`src/design/pit_bus_pkg.sv`:
```
/*
 * register map and byte width of the PIT register bus
 */
`default_nettype none

package pit_bus_pkg;

    localparam int DATA_W = 8;  // bus byte

    typedef enum logic [1:0] {
        ADDR_CNT0 = 2'd0,       // channel 0 count
        ADDR_CNT1 = 2'd1,       // channel 1 count
        ADDR_MUTE = 2'd2,       // mixer mute bits
        ADDR_CTRL = 2'd3        // control word, reads back 0
    } reg_addr_t;

endpackage

`default_nettype wire

```
`src/design/pit_mode_pkg.sv`:
```
/*
 * counter mode and access-mode encodings of the PIT control word
 * shared by the channel, read latch and counter modules
 */
`default_nettype none

package pit_mode_pkg;

    // mode field, cw[3:1]
    typedef enum logic [2:0] {
        MODE_INT0      = 3'd0,  // interrupt on terminal count
        MODE_ONESHOT1  = 3'd1,  // gate triggered, counter stays idle
        MODE_RATE2     = 3'd2,  // rate generator
        MODE_SQUARE3   = 3'd3,  // square wave
        MODE_STROBE4   = 3'd4,  // software strobe
        MODE_HWSTROBE5 = 3'd5,  // gate triggered, counter stays idle
        MODE_RATE2X    = 3'd6,  // alias of mode 2
        MODE_SQUARE3X  = 3'd7   // alias of mode 3
    } counter_mode_t;

    // access field, cw[5:4]
    typedef enum logic [1:0] {
        ACC_LATCH = 2'd0,       // counter latch command, not a mode
        ACC_LSB   = 2'd1,       // low byte only
        ACC_MSB   = 2'd2,       // high byte only
        ACC_WORD  = 2'd3        // low byte then high byte
    } access_mode_t;

endpackage

`default_nettype wire

```
`src/design/pit_bus_decode.sv`:
```
/*
 * register bus decoder, strobe routing per channel and mixer,
 * control word channel select, registered read data with valid flag
 */
`timescale 1ns/1ns
`default_nettype none

module pit_bus_decode
    import pit_bus_pkg::*;
(
    input  logic              clk,
    input  logic              rst_n,
    input  logic [1:0]        addr,
    input  logic              wr,
    input  logic              rd,
    input  logic [DATA_W-1:0] wdata,
    output logic              cw_set0,
    output logic              cw_set1,
    output logic [5:0]        cw,
    output logic              load_wr0,
    output logic              load_wr1,
    output logic              load_rd0,
    output logic              load_rd1,
    output logic              mute_wr,
    input  logic [1:0]        mute_bits,
    input  logic [DATA_W-1:0] rbyte0,
    input  logic [DATA_W-1:0] rbyte1,
    output logic [DATA_W-1:0] rdata,
    output logic              rdata_valid
);

    reg_addr_t         addr_e;
    logic              ctrl_wr;     // write to the control register
    logic [DATA_W-1:0] rd_sel;      // byte picked by the current address

    assign addr_e  = reg_addr_t'(addr);
    assign ctrl_wr = wr && (addr_e == ADDR_CTRL);

    // top two bits pick the channel, 2 and 3 go nowhere
    assign cw_set0 = ctrl_wr && (wdata[7:6] == 2'd0);
    assign cw_set1 = ctrl_wr && (wdata[7:6] == 2'd1);
    assign cw      = wdata[5:0];   // mode, access and bcd bits

    assign load_wr0 = wr && (addr_e == ADDR_CNT0);
    assign load_wr1 = wr && (addr_e == ADDR_CNT1);
    assign load_rd0 = rd && (addr_e == ADDR_CNT0);  // advances the byte pointer
    assign load_rd1 = rd && (addr_e == ADDR_CNT1);
    assign mute_wr  = wr && (addr_e == ADDR_MUTE);

    always_comb
    begin
        case (addr_e)
            ADDR_CNT0: rd_sel = rbyte0;
            ADDR_CNT1: rd_sel = rbyte1;
            ADDR_MUTE: rd_sel = {{(DATA_W-2){1'b0}}, mute_bits};
            default:   rd_sel = '0;                 // control reads as 0
        endcase
    end

    // read data one cycle after the strobe
    always_ff @(posedge clk)
    begin
        if (!rst_n)
            rdata_valid <= 1'b0;
        else
            rdata_valid <= rd;
    end

    always_ff @(posedge clk)
    begin
        if (rd)
            rdata <= rd_sel;
    end

endmodule

`default_nettype wire

```
`src/design/pit_counter_unit.sv`:
```
/*
 * one timer channel: control word register, count load sequencing,
 * start and stop timing, output waveform per mode
 */
`timescale 1ns/1ns
`default_nettype none

module pit_counter_unit
    import pit_mode_pkg::*, pit_bus_pkg::*;
(
    input  logic              clk,
    input  logic              rst_n,
    input  logic              tick,
    input  logic              cw_set,
    input  logic [5:0]        cw,
    input  logic              load_wr,
    input  logic              load_rd,
    input  logic [DATA_W-1:0] wdata,
    output logic [DATA_W-1:0] rbyte,
    output logic              out
);

    logic [5:0]    cw_q;            // access, mode, bcd (bcd kept, not used)
    counter_mode_t mode;
    access_mode_t  acc;
    counter_mode_t cw_mode;         // mode field of an incoming word
    access_mode_t  cw_acc;
    logic          mode_cmd;        // a real control word for this channel
    logic          latch_cmd;
    logic          is_rate;
    logic          is_square;
    logic          one_shot;        // modes 0 and 4
    logic          no_run;          // modes 1 and 5 never start
    logic [15:0]   load_value;
    logic [15:0]   count;
    logic          write_msb;       // next ACC_WORD write is the high byte
    logic          loading;         // between the two bytes of a word load
    logic          running;
    logic          pend_load;       // load waits for the next tick
    logic          final_byte;
    logic          load_now;
    logic          cnt_en;
    logic          eval;

    assign mode    = counter_mode_t'(cw_q[3:1]);
    assign acc     = access_mode_t'(cw_q[5:4]);
    assign cw_mode = counter_mode_t'(cw[3:1]);
    assign cw_acc  = access_mode_t'(cw[5:4]);

    assign latch_cmd = cw_set && (cw_acc == ACC_LATCH);   // mode left alone
    assign mode_cmd  = cw_set && (cw_acc != ACC_LATCH);

    assign is_rate   = (mode == MODE_RATE2)   || (mode == MODE_RATE2X);
    assign is_square = (mode == MODE_SQUARE3) || (mode == MODE_SQUARE3X);
    assign one_shot  = (mode == MODE_INT0)    || (mode == MODE_STROBE4);
    assign no_run    = (mode == MODE_ONESHOT1) || (mode == MODE_HWSTROBE5);

    always_comb
    begin
        case (acc)
            ACC_LSB, ACC_MSB: final_byte = load_wr;
            ACC_WORD:         final_byte = load_wr && write_msb;
            default:          final_byte = 1'b0;   // unprogrammed channel
        endcase
    end

    // a write in the tick cycle defers the load by one tick
    assign load_now = tick && pend_load && !load_wr;
    // modes 0 and 4 freeze between the two bytes of a word load
    assign cnt_en   = tick && running && !(loading && one_shot);
    assign eval     = tick && running && !load_now;

    // ------------------------------------------------------------------------
    // load value assembly
    // ------------------------------------------------------------------------
    always_ff @(posedge clk)
    begin
        if (load_wr)
        begin
            case (acc)
                ACC_LSB: load_value <= {8'h00, wdata};     // msb cleared
                ACC_MSB: load_value <= {wdata, 8'h00};     // lsb cleared
                ACC_WORD:
                begin
                    if (write_msb)
                        load_value[15:8] <= wdata;
                    else
                        load_value[7:0] <= wdata;
                end
                default: ;
            endcase
        end
    end

    // ------------------------------------------------------------------------
    // control state and output
    // ------------------------------------------------------------------------
    always_ff @(posedge clk)
    begin
        if (!rst_n)
        begin
            cw_q      <= '0;
            write_msb <= 1'b0;
            loading   <= 1'b0;
            running   <= 1'b0;
            pend_load <= 1'b0;
            out       <= 1'b0;
        end
        else if (mode_cmd)
        begin
            cw_q      <= cw;
            write_msb <= 1'b0;
            loading   <= 1'b0;
            running   <= 1'b0;            // idle until a count arrives
            pend_load <= 1'b0;
            out       <= (cw_mode != MODE_INT0);
        end
        else
        begin
            if (load_wr && (acc == ACC_WORD))
            begin
                write_msb <= !write_msb;
                loading   <= !write_msb;  // set on lsb, cleared on msb
            end
            // modes 2 and 3 pick up a new count at their next reload
            if (final_byte && !no_run && (!running || one_shot))
                pend_load <= 1'b1;
            if (load_now)
            begin
                pend_load <= 1'b0;
                running   <= 1'b1;
            end
            if (eval)
            begin
                case (mode)
                    MODE_INT0:                   if (count == 16'd1) out <= 1'b1;
                    MODE_RATE2, MODE_RATE2X:     out <= (count != 16'd2);
                    MODE_SQUARE3, MODE_SQUARE3X: if (count == 16'd2) out <= !out;
                    MODE_STROBE4:                out <= (count != 16'd0);
                    default: ;                   // modes 1 and 5 hold
                endcase
            end
        end
    end

    pit_downcounter u_dcnt (
        .clk        (clk),
        .tick       (cnt_en),
        .half_step  (is_square),
        .auto_reload(is_rate || is_square),
        .out_now    (out),
        .load_value (load_value),
        .load       (load_now),
        .count      (count)
    );

    pit_read_latch u_rlatch (
        .clk      (clk),
        .rst_n    (rst_n),
        .load_rd  (load_rd),
        .latch_cmd(latch_cmd),
        .new_mode (mode_cmd),
        .access   (acc),
        .count    (count),
        .rbyte    (rbyte)
    );

endmodule

`default_nettype wire

```
`src/design/pit_downcounter.sv`:
```
/*
 * 16-bit down counter, synchronous load, auto reload,
 * double step for the square wave
 */
`timescale 1ns/1ns
`default_nettype none

module pit_downcounter (
    input  logic        clk,
    input  logic        tick,           // gated count enable
    input  logic        half_step,      // square wave, step by 2
    input  logic        auto_reload,
    input  logic        out_now,        // current channel output
    input  logic [15:0] load_value,
    input  logic        load,
    output logic [15:0] count
);

    logic [15:0] step;
    logic [15:0] next;

    // odd count in square mode: 1 while out is high, 3 while low
    always_comb
    begin
        if (!half_step)
            step = 16'd1;
        else if (!count[0])
            step = 16'd2;
        else if (out_now)
            step = 16'd1;
        else
            step = 16'd3;
    end

    assign next = count - step;

    always_ff @(posedge clk)
    begin
        if (load)
            count <= load_value;
        else if (tick)
            count <= (auto_reload && (next == 16'd0)) ? load_value : next;   // wraps otherwise
    end

endmodule

`default_nettype wire

```
`src/design/pit_read_latch.sv`:
```
/*
 * count read path: latch command holding register,
 * byte order of live and latched reads per access mode
 */
`timescale 1ns/1ns
`default_nettype none

module pit_read_latch
    import pit_mode_pkg::*, pit_bus_pkg::*;
(
    input  logic              clk,
    input  logic              rst_n,
    input  logic              load_rd,
    input  logic              latch_cmd,
    input  logic              new_mode,
    input  access_mode_t      access,
    input  logic [15:0]       count,
    output logic [DATA_W-1:0] rbyte
);

    logic [15:0] latched_q;         // frozen count
    logic [1:0]  latch_left;        // reads still served from latched_q
    logic        read_msb;          // next word read returns the high byte
    logic        sel_msb;
    logic [15:0] src;

    assign src     = (latch_left != 2'd0) ? latched_q : count;
    assign sel_msb = (access == ACC_MSB) || ((access == ACC_WORD) && read_msb);
    assign rbyte   = sel_msb ? src[15:8] : src[7:0];

    always_ff @(posedge clk)
    begin
        if (latch_cmd)
            latched_q <= count;
    end

    always_ff @(posedge clk)
    begin
        if (!rst_n)
        begin
            latch_left <= 2'd0;
            read_msb   <= 1'b0;
        end
        else if (new_mode)
        begin
            latch_left <= 2'd0;     // a new mode drops any pending latch
            read_msb   <= 1'b0;
        end
        else if (latch_cmd)
            latch_left <= 2'd2;
        else if (load_rd)
        begin
            if (latch_left != 2'd0)
                latch_left <= latch_left - 2'd1;
            if (access == ACC_WORD)
                read_msb <= !read_msb;
        end
    end

endmodule

`default_nettype wire

```
`src/design/pit_sound_mixer.sv`:
```
/*
 * sound mixer: per-channel mute register, registered sum of the outputs
 */
`timescale 1ns/1ns
`default_nettype none

module pit_sound_mixer
    import pit_bus_pkg::*;
(
    input  logic              clk,
    input  logic              rst_n,
    input  logic              mute_wr,
    input  logic [DATA_W-1:0] wdata,      // bits 1:0 only
    input  logic              out0,
    input  logic              out1,
    output logic [1:0]        mute_bits,
    output logic [1:0]        level
);

    logic [1:0] lvl_next;

    // a muted channel counts as 0
    assign lvl_next = {1'b0, out0 && !mute_bits[0]} + {1'b0, out1 && !mute_bits[1]};

    always_ff @(posedge clk)
    begin
        if (!rst_n)
        begin
            mute_bits <= 2'b00;
            level     <= 2'd0;
        end
        else
        begin
            if (mute_wr)
                mute_bits <= wdata[1:0];
            level <= lvl_next;          // one cycle behind the outs
        end
    end

endmodule

`default_nettype wire

```
`src/design/pit_tick_gen.sv`:
```
/*
 * timer tick generator, one clk-wide pulse every TICK_DIV cycles
 */
`timescale 1ns/1ns
`default_nettype none

module pit_tick_gen #(
    parameter int TICK_DIV = 4      // clk cycles per tick, at least 2
) (
    input  logic clk,
    input  logic rst_n,
    output logic tick
);

    localparam int CNT_W = $clog2(TICK_DIV);

    logic [CNT_W-1:0] div_cnt;      // wraps at TICK_DIV-1

    always_ff @(posedge clk)
    begin
        if (!rst_n)
        begin
            div_cnt <= '0;
            tick    <= 1'b0;
        end
        else if (div_cnt == CNT_W'(TICK_DIV - 1))
        begin
            div_cnt <= '0;
            tick    <= 1'b1;        // last count of the period
        end
        else
        begin
            div_cnt <= div_cnt + 1'b1;
            tick    <= 1'b0;
        end
    end

endmodule

`default_nettype wire

```
`src/design/pit_top.sv`:
```
/*
 * two-channel sound timer top: tick generator, bus decoder,
 * channels 0 and 1, mixer
 */
`timescale 1ns/1ns
`default_nettype none

module pit_top
    import pit_bus_pkg::*;
#(
    parameter int TICK_DIV = 4
) (
    input  logic              clk,
    input  logic              rst_n,
    input  logic [1:0]        addr,
    input  logic              wr,
    input  logic              rd,
    input  logic [DATA_W-1:0] wdata,
    output logic [DATA_W-1:0] rdata,
    output logic              rdata_valid,
    output logic              out0,
    output logic              out1,
    output logic [1:0]        level
);

    logic              tick;
    logic              cw_set0;
    logic              cw_set1;
    logic [5:0]        cw;
    logic              load_wr0;
    logic              load_wr1;
    logic              load_rd0;
    logic              load_rd1;
    logic              mute_wr;
    logic [1:0]        mute_bits;
    logic [DATA_W-1:0] rbyte0;
    logic [DATA_W-1:0] rbyte1;

    pit_tick_gen #(.TICK_DIV(TICK_DIV)) u_tick (
        .clk  (clk),
        .rst_n(rst_n),
        .tick (tick)
    );

    pit_bus_decode u_dec (
        .clk        (clk),
        .rst_n      (rst_n),
        .addr       (addr),
        .wr         (wr),
        .rd         (rd),
        .wdata      (wdata),
        .cw_set0    (cw_set0),
        .cw_set1    (cw_set1),
        .cw         (cw),
        .load_wr0   (load_wr0),
        .load_wr1   (load_wr1),
        .load_rd0   (load_rd0),
        .load_rd1   (load_rd1),
        .mute_wr    (mute_wr),
        .mute_bits  (mute_bits),
        .rbyte0     (rbyte0),
        .rbyte1     (rbyte1),
        .rdata      (rdata),
        .rdata_valid(rdata_valid)
    );

    // ------------------------------------------------------------------------
    // channels share the tick, cw and write data
    // ------------------------------------------------------------------------
    pit_counter_unit u_ch0 (
        .clk    (clk),
        .rst_n  (rst_n),
        .tick   (tick),
        .cw_set (cw_set0),
        .cw     (cw),
        .load_wr(load_wr0),
        .load_rd(load_rd0),
        .wdata  (wdata),
        .rbyte  (rbyte0),
        .out    (out0)
    );

    pit_counter_unit u_ch1 (
        .clk    (clk),
        .rst_n  (rst_n),
        .tick   (tick),
        .cw_set (cw_set1),
        .cw     (cw),
        .load_wr(load_wr1),
        .load_rd(load_rd1),
        .wdata  (wdata),
        .rbyte  (rbyte1),
        .out    (out1)
    );

    pit_sound_mixer u_mix (
        .clk      (clk),
        .rst_n    (rst_n),
        .mute_wr  (mute_wr),
        .wdata    (wdata),
        .out0     (out0),
        .out1     (out1),
        .mute_bits(mute_bits),
        .level    (level)
    );

endmodule

`default_nettype wire

```
`config.mk`:
```
export PLATFORM = sky130hd
export DESIGN_NAME = pit_top
export DESIGN_NICKNAME = d
export VERILOG_FILES = /design/src/design/pit_bus_pkg.sv /design/src/design/pit_mode_pkg.sv /design/src/design/pit_bus_decode.sv /design/src/design/pit_counter_unit.sv /design/src/design/pit_downcounter.sv /design/src/design/pit_read_latch.sv /design/src/design/pit_sound_mixer.sv /design/src/design/pit_tick_gen.sv /design/src/design/pit_top.sv
export SDC_FILE = /design/constraint.sdc
export NUM_CORES = 1
export LEC_CHECK = 0
export BUFFER_PORTS_ARGS = -buffer_cell sky130_fd_sc_hd__buf_2
export CORE_MARGIN = 2
export CORE_UTILIZATION = 58
export CTS_CLUSTER_SIZE = 28
export DETAILED_ROUTE_END_ITERATION = 8
export PLACE_DENSITY_LB_ADDON = 0.1
export SLEW_MARGIN = 20
export SYNTH_ARGS = -nofsm -noshare
export SYNTH_HDL_FRONTEND = slang
export SYNTH_SLANG_ARGS = --single-unit
```
`constraint.sdc`:
```
create_clock -name clk -period 6.5 [get_ports clk]
set_input_delay 0.65 -clock clk [delete_from_list [all_inputs] [get_ports clk]]
set_output_delay 0.65 -clock clk [all_outputs]
set_load 0.01 [all_outputs]
```
==> results.json <==
{
  "regToRegStartpoint": "u_ch1.cw_q[2]",
  "cp-startpoint": "u_ch1.cw_q[2]",
  "fin_crit_sh_pct": 64.29,
  "ios": 27,
  "gr-total-overflow": 0,
  "h-tree-depth": 4,
  "core_area_sq_um": 12010,
  "grt_max_degree": 26,
  "nNetsFinal": 654,
  "synth_flop_cell": "edfxtp_1",
  "path_cells": "nand3_1, fa_1, or4_1, or4b_1, a21oi_1, o22ai_1, or3_1, a211oi_1",
  "power.total_uw": 1987,
  "yosys.area.top_type": "edfxtp_1",
  "rsz0062_at_grt": "false",
  "max_freq_mhz": 239.3,
  "yosysSeqAreaShare_pct": 52.74,
  "netlist_top_cells_area": "edfxtp_1 (44%), dfxtp_1 (9.0%), mux4_2 (4.7%), nor2b_1 (2.7%), mux2i_1 (2.4%)",
  "area_growth_pct": 11.78,
  "clock_sinks": 136,
  "relSlewSlack_pct": 25.58,
  "dp.cells": 756,
  "gp_congestion": 0.8963,
  "placed_cell_area_sq_um": 7361,
  "clock-root-buffer": "clkbuf_16",
  "drive_gt1_share_pct": 16.38,
  "avgViaCountPerCell": 6.283,
  "cts_repair_resize_count": 0,
  "dr.pass1.iters": 4,
  "setup_viol": 0,
  "postCtsHoldBufs": 0,
  "synth.net_count": 633,
  "synth_common_cells": "edfxtp_1 (104), nor2_1 (40), nand2_1 (39)",
  "leakagePower_uw": 0.002806,
  "port_buffers": 26,
  "path_clk_slew_ps": 60,
  "cp-end-kind": "flip-flop",
  "fin_area_sq_um": 7976,
  "ant_nets": 0,
  "status": "completed",
  "period_needed_ps": 4179,
  "drc": 0,
  "drtIter0Drc": 349,
  "critical_path_required_ps": 6730,
  "multi_input_area_sq_um": 3207,
  "synth_edf_count": 104,
  "synth_seq_cells": 136,
  "slew_viol_final": 0,
  "tightest_slew_ps": 1116,
  "cts_tree": "built",
  "fin_skew_ps": 6.019,
  "cpMaxStageDelayCell": "or4_1",
  "cp-start-kind": "flip-flop",
  "synth_top_area_share_pct": 43.77,
  "seqCellArea_sq_um": 3764,
  "hold_class": "reg -> reg",
  "peakVddDrop_mv": 0.2051,
  "routed_wirelength_um": 15820,
  "yosysWarnings": 0,
  "die_h_um": 114.9,
  "cp_max_fo": 15,
  "setup_tns_ps": 0,
  "cts_setup_buffers": 0,
  "detailed_place_hpwl_um": 11470,
  "antenna_found_initial": 0,
  "placementRows": 40,
  "avgSynthCellArea_sq_um": 11.76,
  "wl_per_cell_um": 20.08,
  "critical_path_class": "reg -> reg",
  "nFillCells": 905,
  "die_area_sq_um": 13210,
  "synthCells": 607,
  "num_vias": 4951,
  "hold_start": "u_tick.div_cnt[0]",
  "antennaDiodeCount": 0,
  "die_w_um": 114.9,
  "grt_pass1_wl_um": 25480,
  "hold_viol": 0,
  "powerDensity_nw_per_um2": 249.1,
  "ys_async_sr_fraction_pct": 0,
  "cts_inserted_buffers": 17,
  "slowest_delay_ps": 730,
  "yosysUniqueCellTypes": 64,
  "synthesis.area_sq_um": 7136,
  "yosysMostFrequentCell": "edfxtp_1",
  "grt_pass1_vias": 4740,
  "start_util_pct": 59.41,
  "crit_arrival_ps": 4410,
  "cts_buffer_depth": 2,
  "worst-path-buf-inv": 0,
  "stdcell_count": 788,
  "grt_usage_pct": 25.82,
  "drv_cap": 0,
  "crit_family": "simple AND/OR/NAND/NOR gates",
  "postLayoutCoreUtil_pct": 66.41,
  "clock_latency_ps": 420
}
[routing by layer]
metal / wire [um] / part of all wire (%) / GRT usage [%] / up-vias
met3: 961 / 6.1 / 5.430 / 28
met1: 7556 / 48 / 38.79 / 2417
met2: 6967 / 44 / 37.37 / 164
met4: 337 / 2.1 / 9.237 / 0
met5: 0 / 0 / 0 / -
li1: - / - / - / 2342
[cell type report]
| type | count | share of cell area [%] |
|---|---|---|
| Timing Repair Buffer | 31 | 2.102 |
| Inverter | 11 | 0.5176 |
| Multi-Input combinational cell | 431 | 40.20 |
| Clock buffer | 19 | 5.427 |
| Tap cell | 147 | 2.306 |
| Clock inverter | 13 | 2.259 |
| Sequential cell | 136 | 47.18 |
[per-stage QoR]
stage | worst slack [ps] | hold WS [ps]
floorplan | 2884 | 404.6
global placement | 2541 | 411.9
detailed placement | 2346 | 426.2
CTS | 2358 | 434.1
global route | 2050 | 457.1
finish | 2321 | 433.7
[path summary, 6_finish.rpt]
check	cells after the start	slack (ps)	to
hold / removal	1	430	u_tick.div_cnt[0]
setup reg to reg	8	2320	u_ch1.u_dcnt.count[12]
setup / recovery	8	2320	u_ch1.u_dcnt.count[12]
hold reg to reg	1	430	u_tick.div_cnt[0]
[worst register-to-register path, delay by kind of cell (launching register included)]
kind | cells | cell delay, ps
simple gates | 4 | 2180
flops | 1 | 540
compound gates | 3 | 780
fa+ha+maj | 1 | 500
[power by group]
group,internal [uW],total [uW],switching (uW)
logic,22.5,54.0,31.5
clock network,640,994,354
registers,935,939,4.45
[logic make-up (layout without fill, tap and decap cells)]
logic type | Yosys count | after routing | share of synthesized area (%)
XOR/XNOR | 27 | 27 | 3.314
AND/OR/NAND/NOR | 247 | 247 | 19.34
adder cells (fa/ha/maj) | 12 | 12 | 2.315
buffers and inverters | 40 | 74 | 2.490
flip-flops | 136 | 136 | 52.74
AO/OA/AOI/OAI | 98 | 98 | 9.627
multiplexers | 47 | 47 | 10.17
[registers in the layout, summed over array words and instances (netlist names), 2 cells and up]
name	count
u_ch1.u_rlatch.latched_q	16
u_mix.mute_bits	2
u_ch1.u_rlatch.latch_left	2
u_dec.rdata	8
u_ch0.cw_q	5
u_ch0.u_rlatch.latch_left	2
u_ch1.cw_q	5
u_ch0.u_dcnt.count	16
u_mix.level	2
u_ch1.load_value	16
u_ch0.load_value	16
u_tick.div_cnt	2
u_ch1.u_dcnt.count	16
u_ch0.u_rlatch.latched_q	16
[cells in the final DEF (no fill, tap or decap), types with 10 or more instances in the layout]
master     count
nand2b_1      18
o21ai_0       18
and2_1        22
clkbuf_16     17
inv_1         11
nor2b_1       31
dfxtp_1       32
xor2_1        18
nor4_1        18
edfxtp_1     104
nor3_1        18
a21oi_1       16
mux2i_1       17
ha_1          10
nand2_1       39
buf_2         26
nor2_1        39
mux4_2        15
a211oi_1      13
Note: power is estimated with default switching activity, not from simulation.
